<file path="config.mk">
export PLATFORM = sky130hd
export DESIGN_NAME = stats_top
export DESIGN_NICKNAME = d
export VERILOG_FILES = /design/src/hdl/stats_pkg.sv /design/src/hdl/pkt_counter.sv /design/src/hdl/fill_tracker.sv /design/src/hdl/stats_regfile.sv /design/src/hdl/status_csr.sv /design/src/hdl/stats_top.sv
export VERILOG_INCLUDE_DIRS = /design/src /design/src/hdl
export SDC_FILE = /design/constraint.sdc
export NUM_CORES = 1
export LEC_CHECK = 0
export ABC_CLOCK_PERIOD_IN_PS = 2760
export BUFFER_PORTS_ARGS = -buffer_cell sky130_fd_sc_hd__buf_2
export CAP_MARGIN = 5
export CORE_MARGIN = 2
export CORE_UTILIZATION = 50
export DETAILED_ROUTE_END_ITERATION = 7
export PLACE_DENSITY = 0.81
export REMOVE_ABC_BUFFERS = 1
export SLEW_MARGIN = 20
export SYNTH_ARGS = -nofsm -noshare
export SYNTH_HDL_FRONTEND = slang
export SYNTH_SLANG_ARGS = --single-unit
</file>
<file path="constraint.sdc">
create_clock -name clk_status -period 2.76 [get_ports clk_status]
set_clock_uncertainty 0.15 [all_clocks]
set_input_delay 0.276 -clock clk_status [delete_from_list [all_inputs] [get_ports clk_status]]
set_output_delay 0.276 -clock clk_status [all_outputs]
set_load 0.01 [all_outputs]
</file>
<file path="src/hdl/stats_params.svh">
`ifndef STATS_PARAMS_SVH
`define STATS_PARAMS_SVH

// ingress stream beat
`define BEAT_BYTES      64
`define EMPTY_W         6
`define LEN_W           16

// channel fifo occupancy for a depth of 512
`define FILL_W          10
`define FILL_WINDOW     8

`define CNT_W           32

// status bus address split
`define STATUS_AW       30
`define STAT_AWIDTH     4
`define TOP_REG         4'd2

// register indices
`define REG_CTRL        8'd0
`define REG_PKT_CNT     8'd1
`define REG_BYTE_CNT    8'd2
`define REG_MAX_FILL    8'd3

// control register bits
`define CTRL_FREEZE_BIT 0
`define CTRL_CLEAR_BIT  1

`endif

</file>
<file path="src/hdl/stats_pkg.sv">
`include "stats_params.svh"

package stats_pkg;

   // which collector produced the message
   typedef enum logic {
      MSG_INC = 1'b0,   // one finished packet
      MSG_MAX = 1'b1    // peak fill of one window
   } msg_kind_e;

   typedef struct packed {
      logic [`LEN_W-1:0] len;   // packet length in bytes
   } inc_rec_t;

   typedef struct packed {
      logic [`LEN_W-`FILL_W-1:0] pad;
      logic [`FILL_W-1:0]        peak;   // highest level in window
   } max_rec_t;

   // one 16-bit word read per kind
   typedef union packed {
      inc_rec_t inc_rec;
      max_rec_t max_rec;
   } msg_body_u;

   typedef struct packed {
      msg_kind_e kind;
      msg_body_u body;
   } stats_msg_t;

   typedef logic [7:0] reg_idx_t;

endpackage

</file>
<file path="src/hdl/pkt_counter.sv">
`timescale 1ns/1ns
`include "stats_params.svh"

module pkt_counter (
   input  logic                  clk_status,
   input  logic                  rst_i,
   input  logic                  in_valid_i,
   input  logic                  in_sop_i,
   input  logic                  in_eop_i,
   input  logic [`EMPTY_W-1:0]   in_empty_i,
   output logic                  msg_valid_o,
   output stats_pkg::stats_msg_t msg_o
);
   import stats_pkg::*;

   logic [`LEN_W-1:0] run_len;     // bytes so far in current packet
   logic [`LEN_W-1:0] beat_bytes;
   logic [`LEN_W-1:0] base_len;
   logic [`LEN_W-1:0] sum_len;
   logic [`LEN_W-1:0] done_len;    // length of last finished packet

   always_comb begin
      beat_bytes = `LEN_W'(`BEAT_BYTES);
      if (in_eop_i) begin
         beat_bytes = `LEN_W'(`BEAT_BYTES) - `LEN_W'(in_empty_i);   // partial last beat
      end
      base_len = in_sop_i ? '0 : run_len;   // sop restarts the sum
      sum_len  = base_len + beat_bytes;
   end

   always_ff @(posedge clk_status) begin
      if (rst_i) begin
         run_len     <= '0;
         msg_valid_o <= 1'b0;
      end else begin
         msg_valid_o <= in_valid_i & in_eop_i;
         if (in_valid_i) begin
            run_len <= in_eop_i ? '0 : sum_len;
         end
      end
   end

   always_ff @(posedge clk_status) begin
      if (in_valid_i && in_eop_i) begin
         done_len <= sum_len;
      end
   end

   always_comb begin
      msg_o                  = '0;
      msg_o.kind             = MSG_INC;
      msg_o.body.inc_rec.len = done_len;
   end

endmodule

</file>
<file path="src/hdl/fill_tracker.sv">
`timescale 1ns/1ns
`include "stats_params.svh"

module fill_tracker (
   input  logic                  clk_status,
   input  logic                  rst_i,
   input  logic [`FILL_W-1:0]    fill_level_i,
   output logic                  msg_valid_o,
   output stats_pkg::stats_msg_t msg_o
);
   import stats_pkg::*;

   localparam int WIN_W = $clog2(`FILL_WINDOW);

   logic [WIN_W-1:0]   win_cnt;     // position inside current window
   logic               win_last;
   logic [`FILL_W-1:0] peak;
   logic [`FILL_W-1:0] peak_next;
   logic [`FILL_W-1:0] rep_peak;    // peak of the window just closed

   assign win_last  = (win_cnt == WIN_W'(`FILL_WINDOW - 1));
   assign peak_next = (fill_level_i > peak) ? fill_level_i : peak;

   always_ff @(posedge clk_status) begin
      if (rst_i) begin
         win_cnt     <= '0;
         peak        <= '0;
         msg_valid_o <= 1'b0;
      end else begin
         msg_valid_o <= win_last;
         if (win_last) begin
            win_cnt <= '0;
            peak    <= '0;   // new window starts empty
         end else begin
            win_cnt <= win_cnt + 1'b1;
            peak    <= peak_next;
         end
      end
   end

   always_ff @(posedge clk_status) begin
      if (win_last) begin
         rep_peak <= peak_next;   // includes level of last cycle
      end
   end

   always_comb begin
      msg_o                   = '0;
      msg_o.kind              = MSG_MAX;
      msg_o.body.max_rec.pad  = '0;
      msg_o.body.max_rec.peak = rep_peak;
   end

endmodule

</file>
<file path="src/hdl/stats_regfile.sv">
`timescale 1ns/1ns
`include "stats_params.svh"

module stats_regfile (
   input  logic                  clk_status,
   input  logic                  rst_i,
   input  logic                  pkt_msg_valid_i,
   input  stats_pkg::stats_msg_t pkt_msg_i,
   input  logic                  fill_msg_valid_i,
   input  stats_pkg::stats_msg_t fill_msg_i,
   input  logic                  freeze_i,
   input  logic                  clear_i,
   input  stats_pkg::reg_idx_t   rd_idx_i,
   output logic [`CNT_W-1:0]     rd_data_o
);
   import stats_pkg::*;

   logic [`CNT_W-1:0]  pkt_cnt;
   logic [`CNT_W-1:0]  byte_cnt;
   logic [`FILL_W-1:0] max_fill;

   msg_body_u          pkt_body;
   msg_body_u          fill_body;
   logic               inc_hit;
   logic               max_hit;
   logic [`LEN_W-1:0]  inc_len;
   logic [`FILL_W-1:0] max_peak;

   // both sources hit disjoint registers, so no arbitration
   always_comb begin
      pkt_body  = pkt_msg_i.body;
      fill_body = fill_msg_i.body;
      inc_hit   = pkt_msg_valid_i && (pkt_msg_i.kind == MSG_INC);
      max_hit   = fill_msg_valid_i && (fill_msg_i.kind == MSG_MAX);
      inc_len   = pkt_body.inc_rec.len;      // body as increment
      max_peak  = fill_body.max_rec.peak;    // body as peak report
   end

   always_ff @(posedge clk_status) begin
      if (rst_i || clear_i) begin   // clear beats freeze
         pkt_cnt  <= '0;
         byte_cnt <= '0;
         max_fill <= '0;
      end else if (!freeze_i) begin
         if (inc_hit) begin
            pkt_cnt  <= pkt_cnt + 1'b1;
            byte_cnt <= byte_cnt + `CNT_W'(inc_len);
         end
         if (max_hit && (max_peak > max_fill)) begin
            max_fill <= max_peak;   // only ever grows
         end
      end
   end

   always_comb begin
      case (rd_idx_i)
         `REG_PKT_CNT:  rd_data_o = pkt_cnt;
         `REG_BYTE_CNT: rd_data_o = byte_cnt;
         `REG_MAX_FILL: rd_data_o = `CNT_W'(max_fill);
         default:       rd_data_o = '0;   // unmapped index
      endcase
   end

endmodule

</file>
<file path="src/hdl/status_csr.sv">
`timescale 1ns/1ns
`include "stats_params.svh"

module status_csr (
   input  logic                    clk_status,
   input  logic                    rst_i,
   input  logic [`STATUS_AW-1:0]   status_addr_i,
   input  logic                    status_read_i,
   input  logic                    status_write_i,
   input  logic [`CNT_W-1:0]       status_writedata_i,
   input  logic [`CNT_W-1:0]       stats_rd_data_i,
   output stats_pkg::reg_idx_t     stats_rd_idx_o,
   output logic                    freeze_o,
   output logic                    clear_o,
   output logic [`CNT_W-1:0]       status_readdata_o,
   output logic                    status_readdata_valid_o
);
   import stats_pkg::*;

   reg_idx_t                addr_idx_r;
   logic [`STAT_AWIDTH-1:0] addr_sel_r;    // top-level block select
   logic                    read_r;
   logic                    write_r;
   logic [`CNT_W-1:0]       writedata_r;
   logic [`CNT_W-1:0]       ctrl_reg;
   logic                    sel_hit;

   assign sel_hit        = (addr_sel_r == `TOP_REG);
   assign stats_rd_idx_o = addr_idx_r;
   assign freeze_o       = ctrl_reg[`CTRL_FREEZE_BIT];
   assign clear_o        = ctrl_reg[`CTRL_CLEAR_BIT];

   // first stage captures the bus
   always_ff @(posedge clk_status) begin
      addr_idx_r  <= status_addr_i[7:0];
      addr_sel_r  <= status_addr_i[`STATUS_AW-1 -: `STAT_AWIDTH];
      writedata_r <= status_writedata_i;
   end

   always_ff @(posedge clk_status) begin
      if (rst_i) begin
         read_r                  <= 1'b0;
         write_r                 <= 1'b0;
         ctrl_reg                <= '0;
         status_readdata_valid_o <= 1'b0;
      end else begin
         read_r                  <= status_read_i;
         write_r                 <= status_write_i;
         status_readdata_valid_o <= read_r & sel_hit;   // one-cycle pulse
         if (write_r && sel_hit) begin
            if (addr_idx_r == `REG_CTRL) begin
               ctrl_reg <= writedata_r;
            end else begin
               ctrl_reg <= '0;   // any other index wipes control
            end
         end
      end
   end

   // second stage returns the read data
   always_ff @(posedge clk_status) begin
      if (read_r && sel_hit) begin
         if (addr_idx_r == `REG_CTRL) begin
            status_readdata_o <= ctrl_reg;
         end else begin
            status_readdata_o <= stats_rd_data_i;
         end
      end
   end

endmodule

</file>
<file path="src/hdl/stats_top.sv">
`timescale 1ns/1ns
`include "stats_params.svh"

module stats_top (
   input  logic                  clk_status,
   input  logic                  rst_i,
   input  logic                  in_valid_i,
   input  logic                  in_sop_i,
   input  logic                  in_eop_i,
   input  logic [`EMPTY_W-1:0]   in_empty_i,
   input  logic [`FILL_W-1:0]    fill_level_i,
   input  logic [`STATUS_AW-1:0] status_addr_i,
   input  logic                  status_read_i,
   input  logic                  status_write_i,
   input  logic [`CNT_W-1:0]     status_writedata_i,
   output logic [`CNT_W-1:0]     status_readdata_o,
   output logic                  status_readdata_valid_o
);
   import stats_pkg::*;

   stats_msg_t        pkt_msg;
   logic              pkt_msg_valid;
   stats_msg_t        fill_msg;
   logic              fill_msg_valid;
   reg_idx_t          stats_rd_idx;
   logic [`CNT_W-1:0] stats_rd_data;
   logic              freeze;
   logic              clear;

   pkt_counter u_pkt_counter (
      .clk_status  (clk_status),
      .rst_i       (rst_i),
      .in_valid_i  (in_valid_i),
      .in_sop_i    (in_sop_i),
      .in_eop_i    (in_eop_i),
      .in_empty_i  (in_empty_i),
      .msg_valid_o (pkt_msg_valid),
      .msg_o       (pkt_msg)
   );

   fill_tracker u_fill_tracker (
      .clk_status   (clk_status),
      .rst_i        (rst_i),
      .fill_level_i (fill_level_i),
      .msg_valid_o  (fill_msg_valid),
      .msg_o        (fill_msg)
   );

   stats_regfile u_stats_regfile (
      .clk_status       (clk_status),
      .rst_i            (rst_i),
      .pkt_msg_valid_i  (pkt_msg_valid),
      .pkt_msg_i        (pkt_msg),
      .fill_msg_valid_i (fill_msg_valid),
      .fill_msg_i       (fill_msg),
      .freeze_i         (freeze),
      .clear_i          (clear),
      .rd_idx_i         (stats_rd_idx),
      .rd_data_o        (stats_rd_data)   // combinational read
   );

   status_csr u_status_csr (
      .clk_status              (clk_status),
      .rst_i                   (rst_i),
      .status_addr_i           (status_addr_i),
      .status_read_i           (status_read_i),
      .status_write_i          (status_write_i),
      .status_writedata_i      (status_writedata_i),
      .stats_rd_data_i         (stats_rd_data),
      .stats_rd_idx_o          (stats_rd_idx),
      .freeze_o                (freeze),
      .clear_o                 (clear),
      .status_readdata_o       (status_readdata_o),
      .status_readdata_valid_o (status_readdata_valid_o)
   );

endmodule

</file>
# Word level (Yosys, flattened, before mapping)
# Index checks and enable logic that the tools add are counted.
# Widths: inputs -> output; s select.
[op_classes] bitwise=3 eq_ne=5 div=0 mux=7 n_mul=0 n_reduce_logical=9 magnitude_cmp=2 add_sub_neg=5 n_shift=0
[op_table] op="$pmux 32 s3" n=1
[op_table] op="$mux 32" n=2
[op_table] op="$mux 16" n=3
[op_table] op="$add 32x1->32 const B" n=1
[op_table] op="$add 32x16->32" n=1
[op_table] op="$gt 10x10->1" n=2
[op_table] op="$add 16x16->16" n=1
[op_table] op="$eq 8x2->1 const B" n=2
[op_table] op="$mux 10" n=1
[op_table] op="$eq 8x1->1 const B" n=1
[op_table] op="$logic_not 8->1" n=1
[op_table] op="$sub 7x6->8 const A" n=1
[op_table] op="$eq 4x2->1 const B" n=1
[op_table] op="$logic_and 1x1->1" n=4
[op_table] op="$reduce_and 2->1" n=2
[op_table] op="$add 3x1->3 const B" n=1
[op_table] op="$eq 3x3->1 const B" n=1
[op_table] op="$and 1x1->1" n=2
[op_table] op="$reduce_or 2->1" n=1
[op_table] op="$logic_or 1x1->1" n=1
[op_table] op="$not 1->1" n=1
[word_totals] n_memories=0 input_bits=85 rom_bits=0 ff_bits=242 out_inout_bits=33 latch_bits=0 elab_cells=49 mem_bits_rw=0

# Longest topological paths before layout
# Gate-level depths: netlist (run 1).
[logic_depth] depth_word=4 depth_mapped=12 depth_no_buf=12

# Modules after synthesis
# From an unflattened synthesis (run 1), not the netlist that was laid out.
[hier_totals] hier_cells=1132 area_unflattened_um2=11442.2
[by_module_without_submodules] module="stats_regfile" cells_each=585 seq_area_each_um2=1481.4 area_each_um2=4710.8 n_inst=1
[by_module_without_submodules] module="status_csr" cells_each=232 seq_area_each_um2=2542.4 area_each_um2=3602.2 n_inst=1
[by_module_without_submodules] module="pkt_counter" cells_each=195 seq_area_each_um2=820.8 area_each_um2=1890.6 n_inst=1
[by_module_without_submodules] module="fill_tracker" cells_each=120 seq_area_each_um2=580.6 area_each_um2=1238.7 n_inst=1

# Worst setup path after synthesis (run 1)
# Ideal clock, no wire load.
[synth_timing] kind="input to register" startpoint="input port in_empty_i[0]" endpoint="register u_pkt_counter.run_len[15]" path_buffers=0 arrival_time_ns=2.620 setup_time_ns=0.074 path_stages=11 required_ns=2.536 path_slack_ns=-0.084 path_cell_list="or3_1 nor3_1 xnor2_1 and2_1 ha_1 o21ai_0 o2bb2ai_1 nor3_2 nand4_1 or4_1 a31oi_1"
[synth_between] elab_chain_cells=4
[synth_rtl] element="from (decl)" line="stats_top.sv:10" source="input logic [`EMPTY_W-1:0] in_empty_i,"
[synth_rtl] element="$sub 7x6->8 (no source line)"
[synth_rtl] element="$mux 16" line="pkt_counter.sv:24" source="if (in_eop_i) begin"
[synth_rtl] element="$add 16x16->16" line="pkt_counter.sv:28" source="sum_len = base_len + beat_bytes;"
[synth_rtl] element="$mux 16" line="pkt_counter.sv:38" source="run_len <= in_eop_i ? '0 : sum_len;"
[synth_rtl] element="to (signal assigned)" line="pkt_counter.sv:38"
[synth_rtl] element="to (decl)" line="pkt_counter.sv:16" source="logic [`LEN_W-1:0] run_len;"
# Every way passes these cells.
# A chain may end at the register's enable or synchronous reset.

# Worst setup path in the final report (run 1)
[layout_timing] startpoint="register u_pkt_counter.done_len[0]" endpoint="register u_stats_regfile.byte_cnt[24]"
[layout_between] elab_chain_cells=1
[layout_rtl] element="from (decl)" line="pkt_counter.sv:20" source="logic [`LEN_W-1:0] done_len;"
[layout_rtl] element="from (signal assigned)" line="pkt_counter.sv:45" source="done_len <= sum_len;"
[layout_rtl] element="$add 32x16->32" line="stats_regfile.sv:47" source="byte_cnt <= byte_cnt + `CNT_W'(inc_len);"
[layout_rtl] element="to (signal assigned)" line="stats_regfile.sv:47"
[layout_rtl] element="to (decl)" line="stats_regfile.sv:19" source="logic [`CNT_W-1:0] byte_cnt;"
# Every way passes these cells.

==> results.md, run 1 <==
* Fill cells at 1697
* Core Box Area at 21800 um2
* Pwr Total at 8.08 mW
* Worst skew pair latency at 0.53 ns
* Commonest non-fill, non-tap cell in the layout: dfxtp_1
* TritonCTS clock tree: built
* Maximum clock rate at 382 MHz
* RSZ-0062 raised after global routing: false
* Register bit total from synthesis at 242
* Yosys warning count at 0
* Crit-path cells: ha_2 > fa_2 > a21o_2 > a311o_2 > a41oi_2 > buf_4 > and2_4 > o21ai_0 > mux2i_1
* Routability congestion estimate at 0.957
* Total grt overflow at 0
* Max IR drop VDD at 0.000485 V
* Vias per cell at 5.76
* Status: finished clean
* Layout cell share with drive strength beyond 1 at 18.2%
* M1 GR Usage at 28.7%
* I/O pin count at 118
* Least-Margin Pin Slew at 0.772 ns
* Initial antenna violation count at 0
* Worst setup margin at 0.142 ns
* P_leak at 5.41 nW
* CP Max Fanout at 6
* Vias in the first global route at 9275
* Mapped Cells at 1127
* DR iter-0 viols at 698
* Grt met2 use at 39.7%
* Hpwl dp at 18600 um
* Crit path launch type: register
* Initial DRT Pass Iterations at 5
* Die Y at 153 um
* Area growth, synth to finish at 22.8%
* DRC viols at 0
* Most frequent cells in the layout: dfxtp_1, nor2_1, buf_2, nand2_1, a21oi_1
* Clk buf depth at 3
* Fin crit period at 2.62 ns
* CP endpoint kind: register
* Cell area after synthesis at 11100 um2
* Clock Sinks at 242
* First-pass GRT wire length at 44700 um
* Place WS at -0.229 ns
* Max-Cap Viols at 0
* Crit Path Class: register to register
* Top Family by Delay on Critical Path: compound AO/OA/AOI/OAI gates
* Final Setup Violations at 0
* Arr. time, crit path at 2.87 ns
* Pwr Density at 593 nW/um2
* Starting Density at 50.8%
* Root Buffer: clkbuf_16
* Core Rows at 54
* Dominant synthesized flop cell: dfxtp_1
* Post-Syn Area per Cell at 9.85 um2
* Die X at 153 um
* Total Nets Final at 1447
* Final ANT Viol Nets at 0
* H-tree levels at 1
* HP Class: input port to register
* Netlist cell types at 74
* Largest net degree at the start of global routing at 51
* CTS buffer count at 25
* # port buffers at 99
* Async set-reset flop share out of synthesis at 0%
* Hold Fails Final Rpt at 0
* Period Utilization, post-route at 94.9%
* CP bufs+invs at 1
* Seq/Total Area, Yosys at 48.9%
* EDFF count, synth at 58
* Final Max Slew Viols at 0
* CP max-delay cell: edfxtp_1
* Die area at 23400 um2
* Setup_tns at 0 ns
* WHS at 0.107 ns
* WP data required at 3.01 ns
* Gr usage total at 23.0%
* N_diodes at 0
* Max transition margin at 48.5%
* Vias at 9279
* Met3 usage at 3.71%
* Post-DR wirelength/cell at 17.0 um
* Grt peak-use layer: met2
* WL final at 27500 um
* Clock Pin Slew Worst Setup and Hold Paths at 0.06 ns
* Critical Path Max Stage Delay at 0.37 ns
path summary, 6_finish.rpt:
check / startpoint / cells past startpoint / endpoint / slack [ns]
setup / recovery: u_pkt_counter.done_len[0]$_DFFE_PP_ / 9 / u_stats_regfile.byte_cnt[24]$_SDFFE_PP0P_ / 0.14
hold / removal: in_eop_i / 4 / u_pkt_counter.run_len[5]$_SDFFE_PP0P_ / 0.11
setup reg to reg: u_pkt_counter.done_len[0]$_DFFE_PP_ / 9 / u_stats_regfile.byte_cnt[24]$_SDFFE_PP0P_ / 0.14
hold reg to reg: u_fill_tracker.win_cnt[0]$_SDFF_PP0_ / 1 / u_fill_tracker.win_cnt[0]$_SDFF_PP0_ / 0.27
layout make-up:
class	count	area, um2	share of cell area (%)
Timing Repair Buffer	213	1490	11.0
Inverter	39	146	1.07
Sequential cell	242	5430	39.8
Clock inverter	11	140	1.03
Tap cell	280	350	2.57
Multi-Input combinational cell	792	5290	38.8
Clock buffer	35	778	5.71
cell usage after synthesis, drive strengths merged, types with 6 or more instances:
cell type | number | area share (%)
a211oi | 8 | 0.59
a21o | 8 | 0.55
a21oi | 60 | 2.7
a22oi | 38 | 2.6
and2 | 10 | 0.59
and3 | 23 | 1.3
and4 | 8 | 0.64
buf | 18 | 1.0
clkbuf | 35 | 1.2
dfxtp | 184 | 33
edfxtp | 58 | 16
ha | 47 | 5.3
inv | 39 | 1.3
mux2 | 12 | 1.2
mux2i | 34 | 3.1
mux4 | 10 | 2.0
nand2 | 84 | 2.8
nand2b | 8 | 0.45
nand3 | 38 | 1.7
nand4 | 21 | 1.2
nor2 | 154 | 5.2
nor2b | 28 | 1.6
nor3 | 17 | 0.81
nor4 | 8 | 0.51
o21a | 6 | 0.41
o21ai | 25 | 1.2
o31ai | 11 | 0.74
or3 | 12 | 0.68
xnor2 | 24 | 1.9
xor2 | 33 | 2.6
report_power, final:
group          internal [mW]  total [mW]  switching (mW)
Sequential              3.71        3.77          0.0535
Combinational          0.298       0.625           0.327
Clock                   2.26        3.69            1.43
cells by family (layout without fill, tap and decap cells):
group | after synthesis | after routing | share of synthesized area, %
adder cells (fa/ha/maj) | 49 | 49 | 5.66
XOR/XNOR | 57 | 57 | 4.50
flip-flops | 242 | 242 | 48.9
AO/OA/AOI/OAI | 206 | 206 | 12.5
multiplexers | 56 | 56 | 6.31
AND/OR/NAND/NOR | 424 | 424 | 18.4
buffers and inverters | 93 | 298 | 3.68
worst register-to-register path, cell delays in order, from the launching register on:
cell and delay [ns]:
edfxtp_1 0.37, ha_2 0.21, fa_2 0.35, a21o_2 0.22
a311o_2 0.36, a41oi_2 0.23, buf_4 0.15, and2_4 0.17
o21ai_0 0.15, mux2i_1 0.15
metal layers:
layer | vias up | wire [um]
li1 | 4412 | -
met1 | 4446 | 11500
met2 | 332 | 13200
met3 | 89 | 1640
met4 | 0 | 1140
met5 | - | 0
timing repair:
item                                    CTS  global route
resized for setup                         3             5
buffers inserted                          0             0
hold endpoints to repair                 64             0
pin swaps                                 1             4
hold buffers                             57             0
endpoints found under the setup margin    3            12
stage by stage:
step	cells	cell area [um2]	util [%]
2_1_floorplan	1073	10800	-
3_3_place_gp	1509	12100	55.6
3_5_place_dp	1509	12100	55.6
4_1_cts	1612	13600	62.4
5_1_grt	1612	13600	62.4
6_report	1612	13600	62.4
(Power assumes the default switching activity.)
==> run 2: changes to the inputs <==
--- a/config.mk
+++ b/config.mk
@@ -6,13 +6,14 @@
 export SDC_FILE = /design/constraint.sdc
 export NUM_CORES = 1
 export LEC_CHECK = 0
+export ABC_AREA = 1
 export ABC_CLOCK_PERIOD_IN_PS = 2760
 export BUFFER_PORTS_ARGS = -buffer_cell sky130_fd_sc_hd__buf_2
 export CAP_MARGIN = 5
 export CORE_MARGIN = 2
-export CORE_UTILIZATION = 50
+export CORE_UTILIZATION = 45
 export DETAILED_ROUTE_END_ITERATION = 7
-export PLACE_DENSITY = 0.81
+export PLACE_DENSITY = 0.75
 export REMOVE_ABC_BUFFERS = 1
 export SLEW_MARGIN = 20
 export SYNTH_ARGS = -nofsm -noshare
==> results.md, run 2 <==
* Critical Path Max Stage Delay at 0.41 ns
* Crit path launch type: register
* RSZ-0062 raised after global routing: false
* Area occupied by multi-input gates at 5390 um2
* Netlist cell types at 43
* CP endpoint kind: register
* WL final at 28900 um
* First-pass GRT wire length at 47100 um
* Most frequent cells in the layout: nand2_1, inv_1, dfxtp_1, nor2_1, a21oi_1
* Maximum clock rate at 419 MHz
* Register bit total from synthesis at 242
* N_diodes at 0
* Pwr Total at 7.93 mW
* Largest net degree at the start of global routing at 47
* Final ANT Viol Nets at 0
* Async set-reset flop share out of synthesis at 0%
* Dominant synthesized flop cell: dfxtp_1
* Core Util, Final at 54.4%
* Post-DR wirelength/cell at 14.1 um
* Area growth, synth to finish at 19.7%
* Initial antenna violation count at 0
* Vias per cell at 5.12
* Routability congestion estimate at 0.907
* P_leak at 5.85 nW
* Vias in the first global route at 10000
* CP max-delay cell: fa_1
* Initial DRT Pass Iterations at 6
* Setup_tns at 0 ns
* Post-Syn Area per Cell at 7.62 um2
* WP data required at 2.89 ns
* Max IR drop VDD at 0.000510 V
* Ranking of synthesized cells by area: dfxtp_1, edfxtp_1, nand2_1, inv_1, nor2_1
* Mapped Cells at 1541
* Cell area after synthesis at 11700 um2
* Status: finished clean
* Total grt overflow at 0
* Layout cell share with drive strength beyond 1 at 11.4%
* Fin crit period at 2.39 ns
* Max-Cap Viols at 0
* Clock Pin Slew Worst Setup and Hold Paths at 0.06 ns
* Gr usage total at 21.1%
* Worst skew pair latency at 0.52 ns
* TritonCTS clock tree: built
* Total Nets Final at 1830
* Clk buf depth at 3
* CP Max Fanout at 4
* EDFF count, synth at 58
* Period Utilization, post-route at 86.4%
* Seq/Total Area, Yosys at 46.2%
* Least-Margin Pin Slew at 0.610 ns
* WHS at 0.0213 ns
* Final Max Slew Viols at 0
* Max transition margin at 59.3%
* Arr. time, crit path at 2.52 ns
* Top-count cell post-synth: nand2_1
* Core Box Area at 25800 um2
* Post-synth top area share at 31.4%
* Worst setup margin at 0.374 ns
* Starting Density at 45.4%
* Sequential cell area at 5430 um2
* H-tree levels at 1
* Hold Fails Final Rpt at 0
* Crit Path Class: register to register
* I/O pin count at 118
* Die area at 27400 um2
* Place WS at 0.0565 ns
* Yosys top cell by area: dfxtp_1
* Clock Sinks at 242
* Synth top cells by count: nand2_1, inv_1, dfxtp_1
* Vias at 10500
* Die Y at 165 um
* Die X at 165 um
* Core Rows at 59
* Hpwl dp at 20400 um
* Pwr Density at 564 nW/um2
* DRC viols at 0
* DR iter-0 viols at 746
* Yosys warning count at 0
* Commonest non-fill, non-tap cell in the layout: nand2_1
* Crit-path cells: inv_1 > nor2_1 > ha_1 > inv_1 > fa_1 > o21ai_1 > nand3_1 > nand2_1 > nand3_1 > and2_1
* Fill cells at 2391
* # port buffers at 99
* HP Class: input port to register
* Final Setup Violations at 0
* Root Buffer: clkbuf_16
* CTS buffer count at 26
run 2: changes by cell type after synthesis, moves of 13 or more:
cell | previous run | this run
nand2_1 | 84 | 399
inv_1 | 39 | 187
nand3_1 | 38 | 115
a21oi_1 | 60 | 124
a22oi_1 | 38 | 0
mux2i_1 | 34 | 0
nor2b_1 | 28 | 0
and3_1 | 22 | 0
nor2_1 | 154 | 176
xnor2_1 | 24 | 4
xor2_1 | 33 | 14
nand3b_1 | 1 | 19
o221ai_1 | 1 | 14
run 2: kinds of logic after synthesis:
kind of cell               count (synthesis)  synth area share, %
and+or+nand+nor                          786                 29.3
xor gates and xnor gates                  18                 1.34
adders and majority gates                 49                 5.35
AOI/OAI and AO/OA                        204                 9.87
DFF                                      242                 46.2
buffers and inverters                    242                 7.91
run 2: routing by layer:
metal | vias up | part of all wire, % | GRT usage, %
met1 | 4833 | 45 | 27.4
met4 | 0 | 2.7 | 6.54
met2 | 281 | 47 | 36.4
met3 | 54 | 5.0 | 2.67
met5 | - | 0 | 0
li1 | 5330 | - | -
run 2: critical path: cells and delay by family (launching register included):
family | cells | cell delay [ns]
simple gates | 5 | 0.66
fa+ha+maj | 2 | 0.58
compound gates | 1 | 0.33
flops | 1 | 0.33
buf+inv | 2 | 0.10
run 2: through the flow:
step	cell area [um2]	cells
final	14000	2051
after detailed placement	12600	1945
after global routing	14000	2051
after CTS	14000	2051
after floorplan	11500	1495
after global placement	12600	1945
run 2: area by class of cell:
cell class / instances / area share (%)
Sequential cell: 242 / 38.6
Clock buffer: 31 / 4.99
Tap cell: 335 / 2.98
Inverter: 196 / 5.24
Timing Repair Buffer: 173 / 8.61
Multi-Input combinational cell: 1057 / 38.4
Clock inverter: 17 / 1.15
run 2: worst paths after layout:
path / slack [ns] / depth (start not counted) / start / endpoint
worst max-delay path: 0.37 / 10 / u_pkt_counter.run_len[0]$_SDFFE_PP0P_ / u_pkt_counter.done_len[14]$_DFFE_PP_
worst min-delay path: 0.02 / 4 / in_eop_i / u_pkt_counter.run_len[1]$_SDFFE_PP0P_
worst max register to register: 0.37 / 10 / u_pkt_counter.run_len[0]$_SDFFE_PP0P_ / u_pkt_counter.done_len[14]$_DFFE_PP_
worst min register to register: 0.28 / 1 / u_fill_tracker.win_cnt[0]$_SDFF_PP0_ / u_fill_tracker.win_cnt[0]$_SDFF_PP0_
run 2: power by group:
part | leakage [nW] | internal, mW | switching, mW
sequential | 2.03 | 3.74 | 0.0466
clock | 0.412 | 2.01 | 1.45
combinational | 3.41 | 0.269 | 0.411
total | 5.85 | 6.02 | 1.90
run 2: repair_timing:
| action | CTS | global route |
|---|---|---|
| gates resized for setup | 0 | 1 |
| setup endpoints to repair | 0 | 2 |
| hold buffers | 58 | 0 |
| setup buffers | 0 | 0 |
| hold endpoints to repair | 64 | 0 |
==> run 3: changes to the inputs <==
--- a/config.mk
+++ b/config.mk
@@ -10,7 +10,7 @@
 export ABC_CLOCK_PERIOD_IN_PS = 2760
 export BUFFER_PORTS_ARGS = -buffer_cell sky130_fd_sc_hd__buf_2
 export CAP_MARGIN = 5
-export CORE_MARGIN = 2
+export CORE_MARGIN = 5
 export CORE_UTILIZATION = 45
 export DETAILED_ROUTE_END_ITERATION = 7
 export PLACE_DENSITY = 0.75
==> results.md, run 3 (same netlist as run 2, synthesis figures left out) <==
* Crit path launch type: register
* Worst skew pair latency at 0.53 ns
* Vias in the first global route at 10000
* Fin crit period at 2.46 ns
* Top Family by Delay on Critical Path: simple AND/OR/NAND/NOR gates
* RSZ-0062 raised after global routing: false
* Clock power frac at 43.2%
* Core Box Area at 25800 um2
* First-pass GRT wire length at 47500 um
* Critical Path Max Stage Delay at 0.40 ns
* Switch share at 23.7%
* Combinational power share at 8.6%
* Area occupied by multi-input gates at 5390 um2
* WL final at 28900 um
* HP Class: input port to register
* Pwr Total at 7.86 mW
* WP data required at 2.90 ns
* Vias per cell at 5.08
* CP endpoint kind: register
* Period Utilization, post-route at 89.1%
* H-tree levels at 1
* Max IR drop VDD at 0.000460 V
* Max transition margin at 59.1%
* DRC viols at 0
* Max-Cap Viols at 0
* Place WS at -0.0164 ns
* DR iter-0 viols at 765
* # Post-CTS Setup Buffers at 0
* Maximum clock rate at 407 MHz
* CP bufs+invs at 2
* Status: finished clean
* Gr usage total at 19.5%
* Worst setup margin at 0.302 ns
* Initial DRT Pass Iterations at 5
* Arr. time, crit path at 2.60 ns
* Sequential Power Share at 48.2%
* Die area at 29400 um2
* Commonest non-fill, non-tap cell in the layout: nand2_1
* Final Setup Violations at 0
* DP Area at 12600 um2
* Most frequent cells in the layout: nand2_1, inv_1, dfxtp_1, nor2_1, a21oi_1
* Hold Fails Final Rpt at 0
* CTS buffer count at 26
* Sequential cell area at 5430 um2
* Area growth, synth to finish at 19.5%
* Int Power at 6.00 mW
* Crit Path Class: register to register
* Clock Sinks at 242
* Total grt overflow at 0
* Die X at 171 um
* Initial antenna violation count at 0
* Final ANT Viol Nets at 0
* N_diodes at 0
* Final Max Slew Viols at 0
* Core Util, Final at 54.3%
* Finished layout cell area at 14000 um2
* Routability congestion estimate at 0.875
* Core Rows at 59
* I/O pin count at 118
* Clock Pin Slew Worst Setup and Hold Paths at 0.06 ns
* Clk buf depth at 3
* Crit-path cells: inv_1 > nor2_1 > ha_1 > inv_1 > fa_1 > o21ai_1 > nand3_1 > nand2_1 > nand3_1 > and2_1
* Largest net degree at the start of global routing at 55
* Pwr Density at 560 nW/um2
* Post-DR wirelength/cell at 14.1 um
* Total Nets Final at 1828
* P_leak at 5.85 nW
* Vias at 10400
* # port buffers at 99
* Root Buffer: clkbuf_16
* CP max-delay cell: fa_1
* Net Sw Power at 1.86 mW
* Hpwl dp at 20500 um
* Starting Density at 45.4%
* TritonCTS clock tree: built
* CP Max Fanout at 4
* Fill cells at 2354
* Setup_tns at 0 ns
* Least-Margin Pin Slew at 0.613 ns
* Layout cell share with drive strength beyond 1 at 11.1%
* Die Y at 171 um
==> run 3: cell count changes in the layout (fill, tap and decap cells not counted), sizes merged <==
cell         delta
buf             -1
bufinv          -2
clkbuf         +11
clkinv          -6
clkinvlp        -4
dlygate4sd3     -1
inv             +1
==> run 3: what timing repair did <==
| action | CTS | global route |
|---|---|---|
| endpoints found under the hold margin | 63 | 0 |
| endpoints found under the setup margin | 0 | 1 |
| hold buffers | 57 | 0 |
| gates resized for setup | 0 | 1 |
==> run 3: final timing paths <==
check,slack [ns],cells after the start,endpoint,startpoint
max,0.30,10,u_pkt_counter.done_len[14]$_DFFE_PP_,u_pkt_counter.run_len[0]$_SDFFE_PP0P_
min,0.02,5,u_fill_tracker.peak[0]$_SDFF_PP0_,fill_level_i[0]
max reg2reg,0.30,10,u_pkt_counter.done_len[14]$_DFFE_PP_,u_pkt_counter.run_len[0]$_SDFFE_PP0P_
min reg2reg,0.29,1,u_fill_tracker.win_cnt[0]$_SDFF_PP0_,u_fill_tracker.win_cnt[0]$_SDFF_PP0_
==> run 3: metrics by stage <==
stage          cells  hold WS [ns]
6_report        2049        0.0196
5_1_grt         2049        0.0730
4_1_cts         2049        0.0138
3_5_place_dp    1944         0.230
3_3_place_gp    1944         0.228
2_1_floorplan   1495         0.154
==> run 3: cell type report <==
type | count | area share (%)
flip-flops and latches | 242 | 38.7
multi-input cells | 1057 | 38.5
repair buffers | 171 | 8.58
clock buffers | 42 | 5.72
inverters | 196 | 5.24
well taps | 335 | 2.99
clock inverters | 6 | 0.339
==> run 3: metal layers <==
layer / wire [um] / global-route usage [%] / vias to the layer above
met5: 0 / 0 / -
met4: 655 / 5.44 / 0
met3: 1680 / 2.28 / 54
met2: 13700 / 33.9 / 299
met1: 12900 / 25.7 / 4734
li1: - / - / 5321
==> run 3: power groups by stage <==
stage	registers, mW	logic, mW	clock network, mW
after floorplan	3.85	0.411	0
after global placement	3.86	0.581	0
after detailed placement	3.86	0.607	0
after CTS	3.79	0.673	3.44
after global routing	3.79	0.784	3.59
final	3.79	0.679	3.40
==> run 3: worst min-delay path, delay by kind of cell <==
family                 cells  cell delay [ns]
AND/OR/NAND/NOR            3             0.25
buffers and inverters      2             0.11
